--- src/include/core_config.svh ---
`ifndef CORE_CONFIG_SVH
`define CORE_CONFIG_SVH

// address of the first fetch after reset
`define CORE_RESET_PC 32'h0000_0000

// fetch queue entries, also the starting credit count of the fetch stage
`define CORE_FQ_DEPTH 4

// retire queue entries, also the starting credit count of the execute stage
`define CORE_RQ_DEPTH 2

// credit counters must hold the larger of the two depths
`define CORE_CREDIT_W 3

// architectural integer registers
`define CORE_NUM_REGS 32

`endif
--- src/logic/core_pkg.sv ---
package core_pkg;

	// major opcodes of the supported subset
	typedef enum logic [6:0] {
		OP_IMM = 7'b0010011,
		OP_REG = 7'b0110011,
		OP_LUI = 7'b0110111
	} opcode_e;

	// funct3 / funct7 values for the arithmetic and logic ops
	localparam logic [2:0] F3_ADD  = 3'b000;
	localparam logic [2:0] F3_XOR  = 3'b100;
	localparam logic [2:0] F3_OR   = 3'b110;
	localparam logic [2:0] F3_AND  = 3'b111;
	localparam logic [6:0] F7_BASE = 7'b0000000;
	localparam logic [6:0] F7_SUB  = 7'b0100000;

	typedef enum logic [2:0] {
		ALU_ADD,
		ALU_SUB,
		ALU_AND,
		ALU_OR,
		ALU_XOR,
		ALU_LUI
	} alu_op_e;

	// R-type field view of an instruction word
	typedef struct packed {
		logic [6:0] funct7;
		logic [4:0] rs2;
		logic [4:0] rs1;
		logic [2:0] funct3;
		logic [4:0] rd;
		logic [6:0] opcode;
	} inst_t;

	typedef struct packed {
		logic [31:0] pc;
		logic [31:0] inst;
	} fs_to_ds_t;

	typedef struct packed {
		logic [31:0] pc;
		logic [4:0]  rd;
		logic [31:0] wdata;
		logic        wen;
		logic        illegal;
	} retire_t;

endpackage

--- src/logic/cpu_core.sv ---
`include "core_config.svh"

module cpu_core
	import core_pkg::*;
(
	input  logic        clock,
	input  logic        rst_n_i,

	// instruction port
	output logic        inst_req_o,
	output logic [31:0] inst_addr_o,
	input  logic        inst_gnt_i,
	input  logic        inst_rvalid_i,
	input  logic [31:0] inst_data_i,

	// retire port, plain valid/ready
	output logic        retire_valid_o,
	input  logic        retire_ready_i,
	output retire_t     retire_o
);

	// fetch bus
	logic        fq_push;
	fs_to_ds_t   fq_push_data;
	logic        fq_valid;
	fs_to_ds_t   fq_data;
	logic        fq_pop;
	logic        fq_credit;

	// retire bus
	logic        rq_push;
	retire_t     rq_push_data;
	logic        rq_credit;

	// register file ports
	logic [4:0]  rs1_addr;
	logic [4:0]  rs2_addr;
	logic [31:0] rs1_data;
	logic [31:0] rs2_data;
	logic        rd_wen;
	logic [4:0]  rd_addr;
	logic [31:0] rd_wdata;

	ifu_stage u_ifu_stage (
		.clock         (clock),
		.rst_n_i       (rst_n_i),
		.inst_req_o    (inst_req_o),
		.inst_addr_o   (inst_addr_o),
		.inst_gnt_i    (inst_gnt_i),
		.inst_rvalid_i (inst_rvalid_i),
		.inst_data_i   (inst_data_i),
		.credit_i      (fq_credit),
		.push_o        (fq_push),
		.push_data_o   (fq_push_data)
	);

	credit_fifo #(
		.payload_t (fs_to_ds_t),
		.DEPTH     (`CORE_FQ_DEPTH)
	) fetch_queue (
		.clock       (clock),
		.rst_n_i     (rst_n_i),
		.push_i      (fq_push),
		.push_data_i (fq_push_data),
		.pop_i       (fq_pop),
		.valid_o     (fq_valid),
		.data_o      (fq_data),
		.credit_o    (fq_credit)
	);

	exu_stage u_exu_stage (
		.clock       (clock),
		.rst_n_i     (rst_n_i),
		.fq_valid_i  (fq_valid),
		.fq_data_i   (fq_data),
		.fq_pop_o    (fq_pop),
		.rq_credit_i (rq_credit),
		.rq_push_o   (rq_push),
		.rq_data_o   (rq_push_data),
		.rs1_addr_o  (rs1_addr),
		.rs2_addr_o  (rs2_addr),
		.rs1_data_i  (rs1_data),
		.rs2_data_i  (rs2_data),
		.rd_wen_o    (rd_wen),
		.rd_addr_o   (rd_addr),
		.rd_wdata_o  (rd_wdata)
	);

	// the outside pops by accepting a record
	credit_fifo #(
		.payload_t (retire_t),
		.DEPTH     (`CORE_RQ_DEPTH)
	) retire_queue (
		.clock       (clock),
		.rst_n_i     (rst_n_i),
		.push_i      (rq_push),
		.push_data_i (rq_push_data),
		.pop_i       (retire_valid_o & retire_ready_i),
		.valid_o     (retire_valid_o),
		.data_o      (retire_o),
		.credit_o    (rq_credit)
	);

	regfile u_regfile (
		.clock    (clock),
		.rst_n_i  (rst_n_i),
		.raddr1_i (rs1_addr),
		.raddr2_i (rs2_addr),
		.rdata1_o (rs1_data),
		.rdata2_o (rs2_data),
		.wen_i    (rd_wen),
		.waddr_i  (rd_addr),
		.wdata_i  (rd_wdata)
	);

endmodule

--- src/logic/regfile.sv ---
`include "core_config.svh"

module regfile (
	input  logic        clock,
	input  logic        rst_n_i,
	input  logic [4:0]  raddr1_i,
	input  logic [4:0]  raddr2_i,
	output logic [31:0] rdata1_o,
	output logic [31:0] rdata2_o,
	input  logic        wen_i,
	input  logic [4:0]  waddr_i,
	input  logic [31:0] wdata_i
);

	logic [31:0] regs [`CORE_NUM_REGS];

	// combinational read, x0 hardwired
	assign rdata1_o = (raddr1_i == 5'd0) ? 32'd0 : regs[raddr1_i];
	assign rdata2_o = (raddr2_i == 5'd0) ? 32'd0 : regs[raddr2_i];

	always_ff @(posedge clock or negedge rst_n_i) begin
		if (!rst_n_i) begin
			for (int i = 0; i < `CORE_NUM_REGS; i++) begin
				regs[i] <= 32'd0;
			end
		end else if (wen_i && (waddr_i != 5'd0)) begin
			regs[waddr_i] <= wdata_i;
		end
	end

endmodule

--- src/logic/exu_stage.sv ---
`include "core_config.svh"

module exu_stage
	import core_pkg::*;
(
	input  logic        clock,
	input  logic        rst_n_i,

	// fetch queue
	input  logic        fq_valid_i,
	input  fs_to_ds_t   fq_data_i,
	output logic        fq_pop_o,

	// retire queue
	input  logic        rq_credit_i,
	output logic        rq_push_o,
	output retire_t     rq_data_o,

	// register file
	output logic [4:0]  rs1_addr_o,
	output logic [4:0]  rs2_addr_o,
	input  logic [31:0] rs1_data_i,
	input  logic [31:0] rs2_data_i,
	output logic        rd_wen_o,
	output logic [4:0]  rd_addr_o,
	output logic [31:0] rd_wdata_o
);

	localparam logic [`CORE_CREDIT_W-1:0] INIT_CREDITS = `CORE_RQ_DEPTH;

	inst_t                     inst;
	alu_op_e                   alu_op;
	logic                      use_imm;
	logic                      legal;
	logic                      wen;
	logic                      fire;
	logic [31:0]               imm_i;
	logic [31:0]               imm_u;
	logic [31:0]               op_b;
	logic [31:0]               result;
	logic [`CORE_CREDIT_W-1:0] credit_q;

	assign inst  = fq_data_i.inst;
	assign imm_i = {{20{fq_data_i.inst[31]}}, fq_data_i.inst[31:20]};
	assign imm_u = {fq_data_i.inst[31:12], 12'h000};

	// decode, anything outside the subset stays illegal
	always_comb begin
		alu_op  = ALU_ADD;
		use_imm = 1'b0;
		legal   = 1'b0;
		case (inst.opcode)
			OP_IMM: begin
				use_imm = 1'b1;
				legal   = 1'b1;
				case (inst.funct3)
					F3_ADD:  alu_op = ALU_ADD;
					F3_XOR:  alu_op = ALU_XOR;
					F3_OR:   alu_op = ALU_OR;
					F3_AND:  alu_op = ALU_AND;
					default: legal  = 1'b0;
				endcase
			end
			OP_REG: begin
				legal = 1'b1;
				case ({inst.funct7, inst.funct3})
					{F7_BASE, F3_ADD}: alu_op = ALU_ADD;
					{F7_SUB, F3_ADD}:  alu_op = ALU_SUB;
					{F7_BASE, F3_XOR}: alu_op = ALU_XOR;
					{F7_BASE, F3_OR}:  alu_op = ALU_OR;
					{F7_BASE, F3_AND}: alu_op = ALU_AND;
					default:           legal  = 1'b0;
				endcase
			end
			OP_LUI: begin
				legal  = 1'b1;
				alu_op = ALU_LUI;
			end
			default: begin
				legal = 1'b0;
			end
		endcase
	end

	assign op_b = use_imm ? imm_i : rs2_data_i;

	always_comb begin
		case (alu_op)
			ALU_ADD: result = rs1_data_i + op_b;
			ALU_SUB: result = rs1_data_i - op_b;
			ALU_AND: result = rs1_data_i & op_b;
			ALU_OR:  result = rs1_data_i | op_b;
			ALU_XOR: result = rs1_data_i ^ op_b;
			ALU_LUI: result = imm_u;
			default: result = '0;
		endcase
	end

	// x0 writes are dropped here as well as in the register file
	assign wen = legal & (inst.rd != 5'd0);

	// consume only with a retire slot reserved
	assign fire       = fq_valid_i & (credit_q != '0);
	assign fq_pop_o   = fire;
	assign rq_push_o  = fire;
	assign rs1_addr_o = inst.rs1;
	assign rs2_addr_o = inst.rs2;
	assign rd_wen_o   = fire & wen;
	assign rd_addr_o  = inst.rd;
	assign rd_wdata_o = result;

	assign rq_data_o = '{
		pc:      fq_data_i.pc,
		rd:      inst.rd,
		wdata:   legal ? result : 32'd0,
		wen:     wen,
		illegal: ~legal
	};

	always_ff @(posedge clock or negedge rst_n_i) begin
		if (!rst_n_i) begin
			credit_q <= INIT_CREDITS;
		end else begin
			case ({fire, rq_credit_i})
				2'b10:   credit_q <= credit_q - 1'b1;
				2'b01:   credit_q <= credit_q + 1'b1;
				default: credit_q <= credit_q;
			endcase
		end
	end

endmodule

--- src/logic/credit_fifo.sv ---
module credit_fifo #(
	parameter type         payload_t = logic [31:0],
	parameter int unsigned DEPTH     = 4
) (
	input  logic     clock,
	input  logic     rst_n_i,

	// producer side, no ready since the producer holds credits
	input  logic     push_i,
	input  payload_t push_data_i,

	// consumer side
	input  logic     pop_i,
	output logic     valid_o,
	output payload_t data_o,

	// one pulse per freed slot, back to the producer
	output logic     credit_o
);

	localparam int unsigned      PTR_W = (DEPTH > 1) ? $clog2(DEPTH) : 1;
	localparam int unsigned      CNT_W = $clog2(DEPTH + 1);
	localparam logic [PTR_W-1:0] LAST  = PTR_W'(DEPTH - 1);

	payload_t         mem [DEPTH];
	logic [PTR_W-1:0] rd_ptr_q;
	logic [PTR_W-1:0] wr_ptr_q;
	logic [CNT_W-1:0] count_q;
	logic             do_pop;
	logic             credit_q;

	assign valid_o  = count_q != '0;
	assign data_o   = mem[rd_ptr_q];
	assign do_pop   = pop_i & valid_o;
	assign credit_o = credit_q;

	always_ff @(posedge clock) begin
		if (push_i) begin
			mem[wr_ptr_q] <= push_data_i;
		end
	end

	always_ff @(posedge clock or negedge rst_n_i) begin
		if (!rst_n_i) begin
			rd_ptr_q <= '0;
			wr_ptr_q <= '0;
			count_q  <= '0;
			credit_q <= 1'b0;
		end else begin
			// pointers wrap explicitly so any depth works
			if (push_i) begin
				wr_ptr_q <= (wr_ptr_q == LAST) ? '0 : wr_ptr_q + 1'b1;
			end
			if (do_pop) begin
				rd_ptr_q <= (rd_ptr_q == LAST) ? '0 : rd_ptr_q + 1'b1;
			end
			case ({push_i, do_pop})
				2'b10:   count_q <= count_q + 1'b1;
				2'b01:   count_q <= count_q - 1'b1;
				default: count_q <= count_q;
			endcase
			credit_q <= do_pop;
		end
	end

endmodule

--- src/logic/ifu_stage.sv ---
`include "core_config.svh"

module ifu_stage
	import core_pkg::*;
(
	input  logic        clock,
	input  logic        rst_n_i,

	// instruction memory port
	output logic        inst_req_o,
	output logic [31:0] inst_addr_o,
	input  logic        inst_gnt_i,
	input  logic        inst_rvalid_i,
	input  logic [31:0] inst_data_i,

	// fetch queue side
	input  logic        credit_i,
	output logic        push_o,
	output fs_to_ds_t   push_data_o
);

	localparam logic [`CORE_CREDIT_W-1:0] INIT_CREDITS = `CORE_FQ_DEPTH;

	typedef enum logic [1:0] {
		S_IDLE,
		S_WAIT_GNT,
		S_WAIT_DATA
	} state_e;

	state_e                    state_q;
	state_e                    state_d;
	logic [31:0]               pc_q;
	logic [`CORE_CREDIT_W-1:0] credit_q;
	logic                      run_q;
	logic                      have_credit;
	logic                      issue;

	assign have_credit = credit_q != '0;

	// a request is only started with a free queue slot in hand
	always_comb begin
		inst_req_o = 1'b0;
		state_d    = state_q;
		case (state_q)
			S_IDLE: begin
				// no request before the first edge out of reset
				inst_req_o = run_q & have_credit;
				if (inst_req_o) begin
					state_d = inst_gnt_i ? S_WAIT_DATA : S_WAIT_GNT;
				end
			end
			S_WAIT_GNT: begin
				// keep the request stable until the memory takes it
				inst_req_o = 1'b1;
				if (inst_gnt_i) begin
					state_d = S_WAIT_DATA;
				end
			end
			S_WAIT_DATA: begin
				if (inst_rvalid_i) begin
					state_d = S_IDLE;
				end
			end
			default: begin
				state_d = S_IDLE;
			end
		endcase
	end

	assign issue       = inst_req_o & inst_gnt_i;
	assign inst_addr_o = pc_q;

	// returned word goes straight into the queue
	assign push_o      = (state_q == S_WAIT_DATA) & inst_rvalid_i;
	assign push_data_o = '{pc: pc_q, inst: inst_data_i};

	always_ff @(posedge clock or negedge rst_n_i) begin
		if (!rst_n_i) begin
			state_q  <= S_IDLE;
			pc_q     <= `CORE_RESET_PC;
			credit_q <= INIT_CREDITS;
			run_q    <= 1'b0;
		end else begin
			state_q <= state_d;
			run_q   <= 1'b1;
			if (push_o) begin
				pc_q <= pc_q + 32'd4;
			end
			// spend and return may land together
			case ({issue, credit_i})
				2'b10:   credit_q <= credit_q - 1'b1;
				2'b01:   credit_q <= credit_q + 1'b1;
				default: credit_q <= credit_q;
			endcase
		end
	end

endmodule

--- config.mk ---
export PLATFORM = sky130hd
export DESIGN_NAME = cpu_core
export DESIGN_NICKNAME = d
export VERILOG_FILES = /design/src/logic/core_pkg.sv /design/src/logic/cpu_core.sv /design/src/logic/regfile.sv /design/src/logic/exu_stage.sv /design/src/logic/credit_fifo.sv /design/src/logic/ifu_stage.sv
export VERILOG_INCLUDE_DIRS = /design/src /design/src/include
export SDC_FILE = /design/constraint.sdc
export NUM_CORES = 2
export LEC_CHECK = 0
export BUFFER_PORTS_ARGS = -buffer_cell sky130_fd_sc_hd__buf_4
export CORE_MARGIN = 2
export CORE_UTILIZATION = 45
export CTS_CLUSTER_DIAMETER = 50
export DETAILED_ROUTE_END_ITERATION = 16
export PLACE_DENSITY = 0.56
export RECOVER_POWER = 25
export SETUP_SLACK_MARGIN = 0.3
export SYNTH_ARGS = -nofsm -noshare
export SYNTH_HDL_FRONTEND = slang
export SYNTH_SLANG_ARGS = --single-unit
--- constraint.sdc ---
create_clock -name clock -period 20.9 [get_ports clock]
set_input_delay 4.18 -clock clock [delete_from_list [all_inputs] [get_ports clock]]
set_output_delay 4.18 -clock clock [all_outputs]
set_load 0.03 [all_outputs]
==> qor_table.md <==
| Stage | Parameter | This run |
| --- | --- | --- |
| critical path | Count of cells along the worst register-to-register path | 26 |
| placement | DP HPWL | 147 mm |
| final layout | Filler instances | 14,900 |
| sta | Setup-failing EPs final | 0 |
| logic synthesis | Synth top area share | 0.357 |
| clock network | Number of setup buffers added after CTS | 0 |
| run status | Violations in the final reports | max-capacitance violations, max-slew violations |
| placement | Port-buffer cells | 137 |
| grt | Initial antenna violation count | 18 |
| detailed routing | Routed via count | 54,700 |
| clock network | Clock transition at the registers of the reported paths | 60 ps |
| logic synthesis | Post-Syn Area per Cell | 11.0 um2 |
| logic synthesis | Most area-hungry cell type in the Yosys netlist | sky130_fd_sc_hd__dfrtp_1 |
| critical path | CP Capture Type | async pin |
| clock network | Maximum number of buffers from clock root to sink | 3 |
| clock network | Cell at the root of the clock tree | sky130_fd_sc_hd__clkbuf_16 |
| sta | Number of hold violations in the final report | 0 |
| critical path | CP max FO | 99 |
| detailed routing | Via-per-instance ratio | 6.08 |
| logic synthesis | Instance count of the mapped netlist | 6,825 |
| run | Max capacitance violation total | 13 |
| logic synthesis | Synth top area cells | sky130_fd_sc_hd__dfrtp_1 36%, sky130_fd_sc_hd__edfxtp_1 15%, sky130_fd_sc_hd__mux4_2 9.8% |
| hold path | Source of the worst hold timing path | u_regfile.regs[992] |
| floorplan | Boundary Pins | 142 |
| logic synthesis | Asr flop ratio synth | 0.736 |
| critical path | Critical path startpoint category | input port |
| floorplan | Initial Util | 0.452 |
| critical path | Data required, critical path | 21,680 ps |
| clock network | TritonCTS clock tree | yes |
| logic synthesis | Synth Flop Type | sky130_fd_sc_hd__dfrtp_1 |
| grt | Largest net degree at the start of global routing | 178 |
| final layout | Final nets | 6,791 |
| grt | Global-route wire length before repair | 372 mm |
| placement | Final GP Congestion | 0.897 |
| clock network | Clk sink count | 1,462 |
| detailed routing | WL final | 253 mm |
| critical path | Worst flop-to-flop path startpoint | fetch_queue.rd_ptr_q[0] |
| logic synthesis | Post-synth EDFFs | 386 |
| floorplan | DIE AREA | 0.171 mm2 |
| sta | Final TNS setup | 0 ps |
| sta | Highest clock rate | 77.3 MHz |
| sta | Rel. slew slack | -2.88 |
| critical path | Arrival @ worst endpoint | 13,710 ps |
| final layout | Layout cell share with drive strength beyond 1 | 0.158 |
| sta | Max-slew violation count | 510 |
| logic synthesis | Sequential area share after synthesis | 0.511 |
| logic synthesis | Number of warnings printed during yosys synthesis | 0 |
| clock network | CTS H-Tree Depth | 4 |
| logic synthesis | Count of cell types in the netlist | 98 |
| clock network | Cts bufs inserted | 173 |
| detailed routing | Number of detailed-routing iterations run before antenna repair | 7 |
| sta | Final worst-path cycle share | 0.619 |
| detailed routing | Average wire per standard cell | 28.2 um |
| final layout | Area added between synthesis and finish | 10.9% |
| logic synthesis | Cell Area, Synth | 0.0754 mm2 |
| grt | Gr usage total | 0.297 |
| critical path | Setup CP Type | input port to async pin |
| sta | Final worst clock skew | 42.5 ps |
| clock network | Cts repair resizes | 0 |
| sta | Setup repair after global routing missed its margin | no |
| run status | Outcome | finished, violations left |
| hold path | Type of the worst min-delay path | flop to flop |
| grt | Final global-route overflow total | 0 |
| clock network | Cts-stage hold buffer count | 0 |
| detailed routing | Detailed Route Iter0 Violations | 5,357 |
| floorplan | Std-Cell Core Area | 0.167 mm2 |
| grt | Via count of the first global-routing pass | 53,500 |
| critical path | Start point of the critical path | rst_n_i |
| floorplan | Row count | 150 |
| detailed routing | Total DRC errors in the routed layout | 0 |
| floorplan | Die span in x | 413 um |
| sta | Slew of the pin with the lowest slew margin | 5820 ps |
| hold path | Worst hold path stage count | 0 |
| floorplan | Vertical extent of the die | 413 um |
| sta | Crit path time final | 12,930 ps |
| clock network | Insertion delay to the later sink of the worst-skew pair | 850 ps |
| logic synthesis | Flip-flop and latch count after synthesis | 1,462 |
| logic synthesis | Post-synth top cells | 1,224 x sky130_fd_sc_hd__nand2_1, 1,074 x sky130_fd_sc_hd__dfrtp_1, 751 x sky130_fd_sc_hd__o21ai_0 |
| logic synthesis | Most numerous cell in the Yosys netlist | sky130_fd_sc_hd__nand2_1 |
| detailed routing | Final antenna-violating net count | 0 |
==> critical path, stage by stage <==
cell and delay, ps:
sky130_fd_sc_hd__clkbuf_1 3990, sky130_fd_sc_hd__clkbuf_1 2590, sky130_fd_sc_hd__buf_4 870, sky130_fd_sc_hd__buf_4 770, sky130_fd_sc_hd__buf_4 920
==> placed cells by master (no fill, tap or decap), types with 52 or more instances in the layout <==
cell,instances
sky130_fd_sc_hd__nand2_1,1201
sky130_fd_sc_hd__dfrtp_1,1072
sky130_fd_sc_hd__o21ai_0,750
sky130_fd_sc_hd__mux2i_1,568
sky130_fd_sc_hd__edfxtp_1,386
sky130_fd_sc_hd__nor2_1,355
sky130_fd_sc_hd__a21oi_1,341
sky130_fd_sc_hd__mux4_2,320
sky130_fd_sc_hd__buf_4,225
sky130_fd_sc_hd__clkbuf_16,176
sky130_fd_sc_hd__ha_1,106
sky130_fd_sc_hd__nand3_1,96
sky130_fd_sc_hd__mux2_2,92
sky130_fd_sc_hd__inv_1,88
sky130_fd_sc_hd__clkbuf_1,78
sky130_fd_sc_hd__a32oi_1,74
sky130_fd_sc_hd__xnor2_1,73
sky130_fd_sc_hd__a31oi_1,52
==> path summary, 6_finish.rpt <==
| check | end | slack, ps |
|---|---|---|
| max | u_regfile.regs[111] | 7970 |
| min | u_regfile.regs[992] | 380 |
| max reg2reg | retire_queue.mem[0][33] | 8780 |
| min reg2reg | u_regfile.regs[992] | 380 |
| max in group clock | retire_queue.mem[0][33] | 8780 |
| min in group asynchronous | u_ifu_stage.state_q[0] | 5500 |
==> kinds of logic (layout without fill, tap and decap cells) <==
kind of cell	Yosys count	in the layout	synth area share
XOR/XNOR	99	99	0.0115
AND/OR/NAND/NOR	1873	1873	0.103
AO/OA/AOI/OAI	1558	1558	0.125
other	2	8	0.0000996
buffers and inverters	724	684	0.0425
multiplexers	997	997	0.188
flip-flops	1462	1462	0.511
adder cells (fa/ha/maj)	110	110	0.0187
==> area by class of cell <==
type	count	area, um2	area share
inverter	88	330	0.00395
timing repair buffer	277	2000	0.0239
clock inverter	83	970	0.0116
clock buffer	236	4890	0.0585
tap	2204	2760	0.0330
sequential	1462	38500	0.461
multi-input combinational	4642	34100	0.408
antenna	3	7.51	0.0000898
==> metrics by stage <==
stage	setup slack, ps	instance area [um2]	hold WS, ps	utilization	cells
finish	7970	83600	377	0.501	8995
global route	6200	83600	384	0.501	8992
CTS	9900	83800	376	0.502	8992
detailed placement	9930	78000	363	0.467	8673
global placement	10120	78000	364	0.467	8673
floorplan	14000	75400	425	-	6828
==> registers in the layout, summed over array words and instances, names as in the netlist <==
register and flops:
u_ifu_stage.state_q 2, retire_queue.wr_ptr_q 1, u_ifu_stage.inst_addr_o 30, fetch_queue.credit_o 1, fetch_queue.mem 248, u_ifu_stage.run_q 1, fetch_queue.wr_ptr_q 2, u_exu_stage.credit_q 3
retire_queue.rd_ptr_q 1, retire_queue.count_q 2, fetch_queue.count_q 3, retire_queue.credit_o 1, fetch_queue.rd_ptr_q 2, retire_queue.mem 138, u_ifu_stage.credit_q 3, u_regfile.regs 1024
==> metal layers <==
| metal | vias to the layer above | global-route usage | part of all wire |
|---|---|---|---|
| met5 | - | 0 | 0.00050 |
| met4 | 18 | 0.117 | 0.044 |
| met3 | 537 | 0.0580 | 0.077 |
| met2 | 2131 | 0.460 | 0.45 |
| met1 | 27700 | 0.412 | 0.43 |
| li1 | 24300 | - | - |
Power is not shown: default switching activity piles up to over one toggle a cycle in this logic, so the estimate is an artifact.
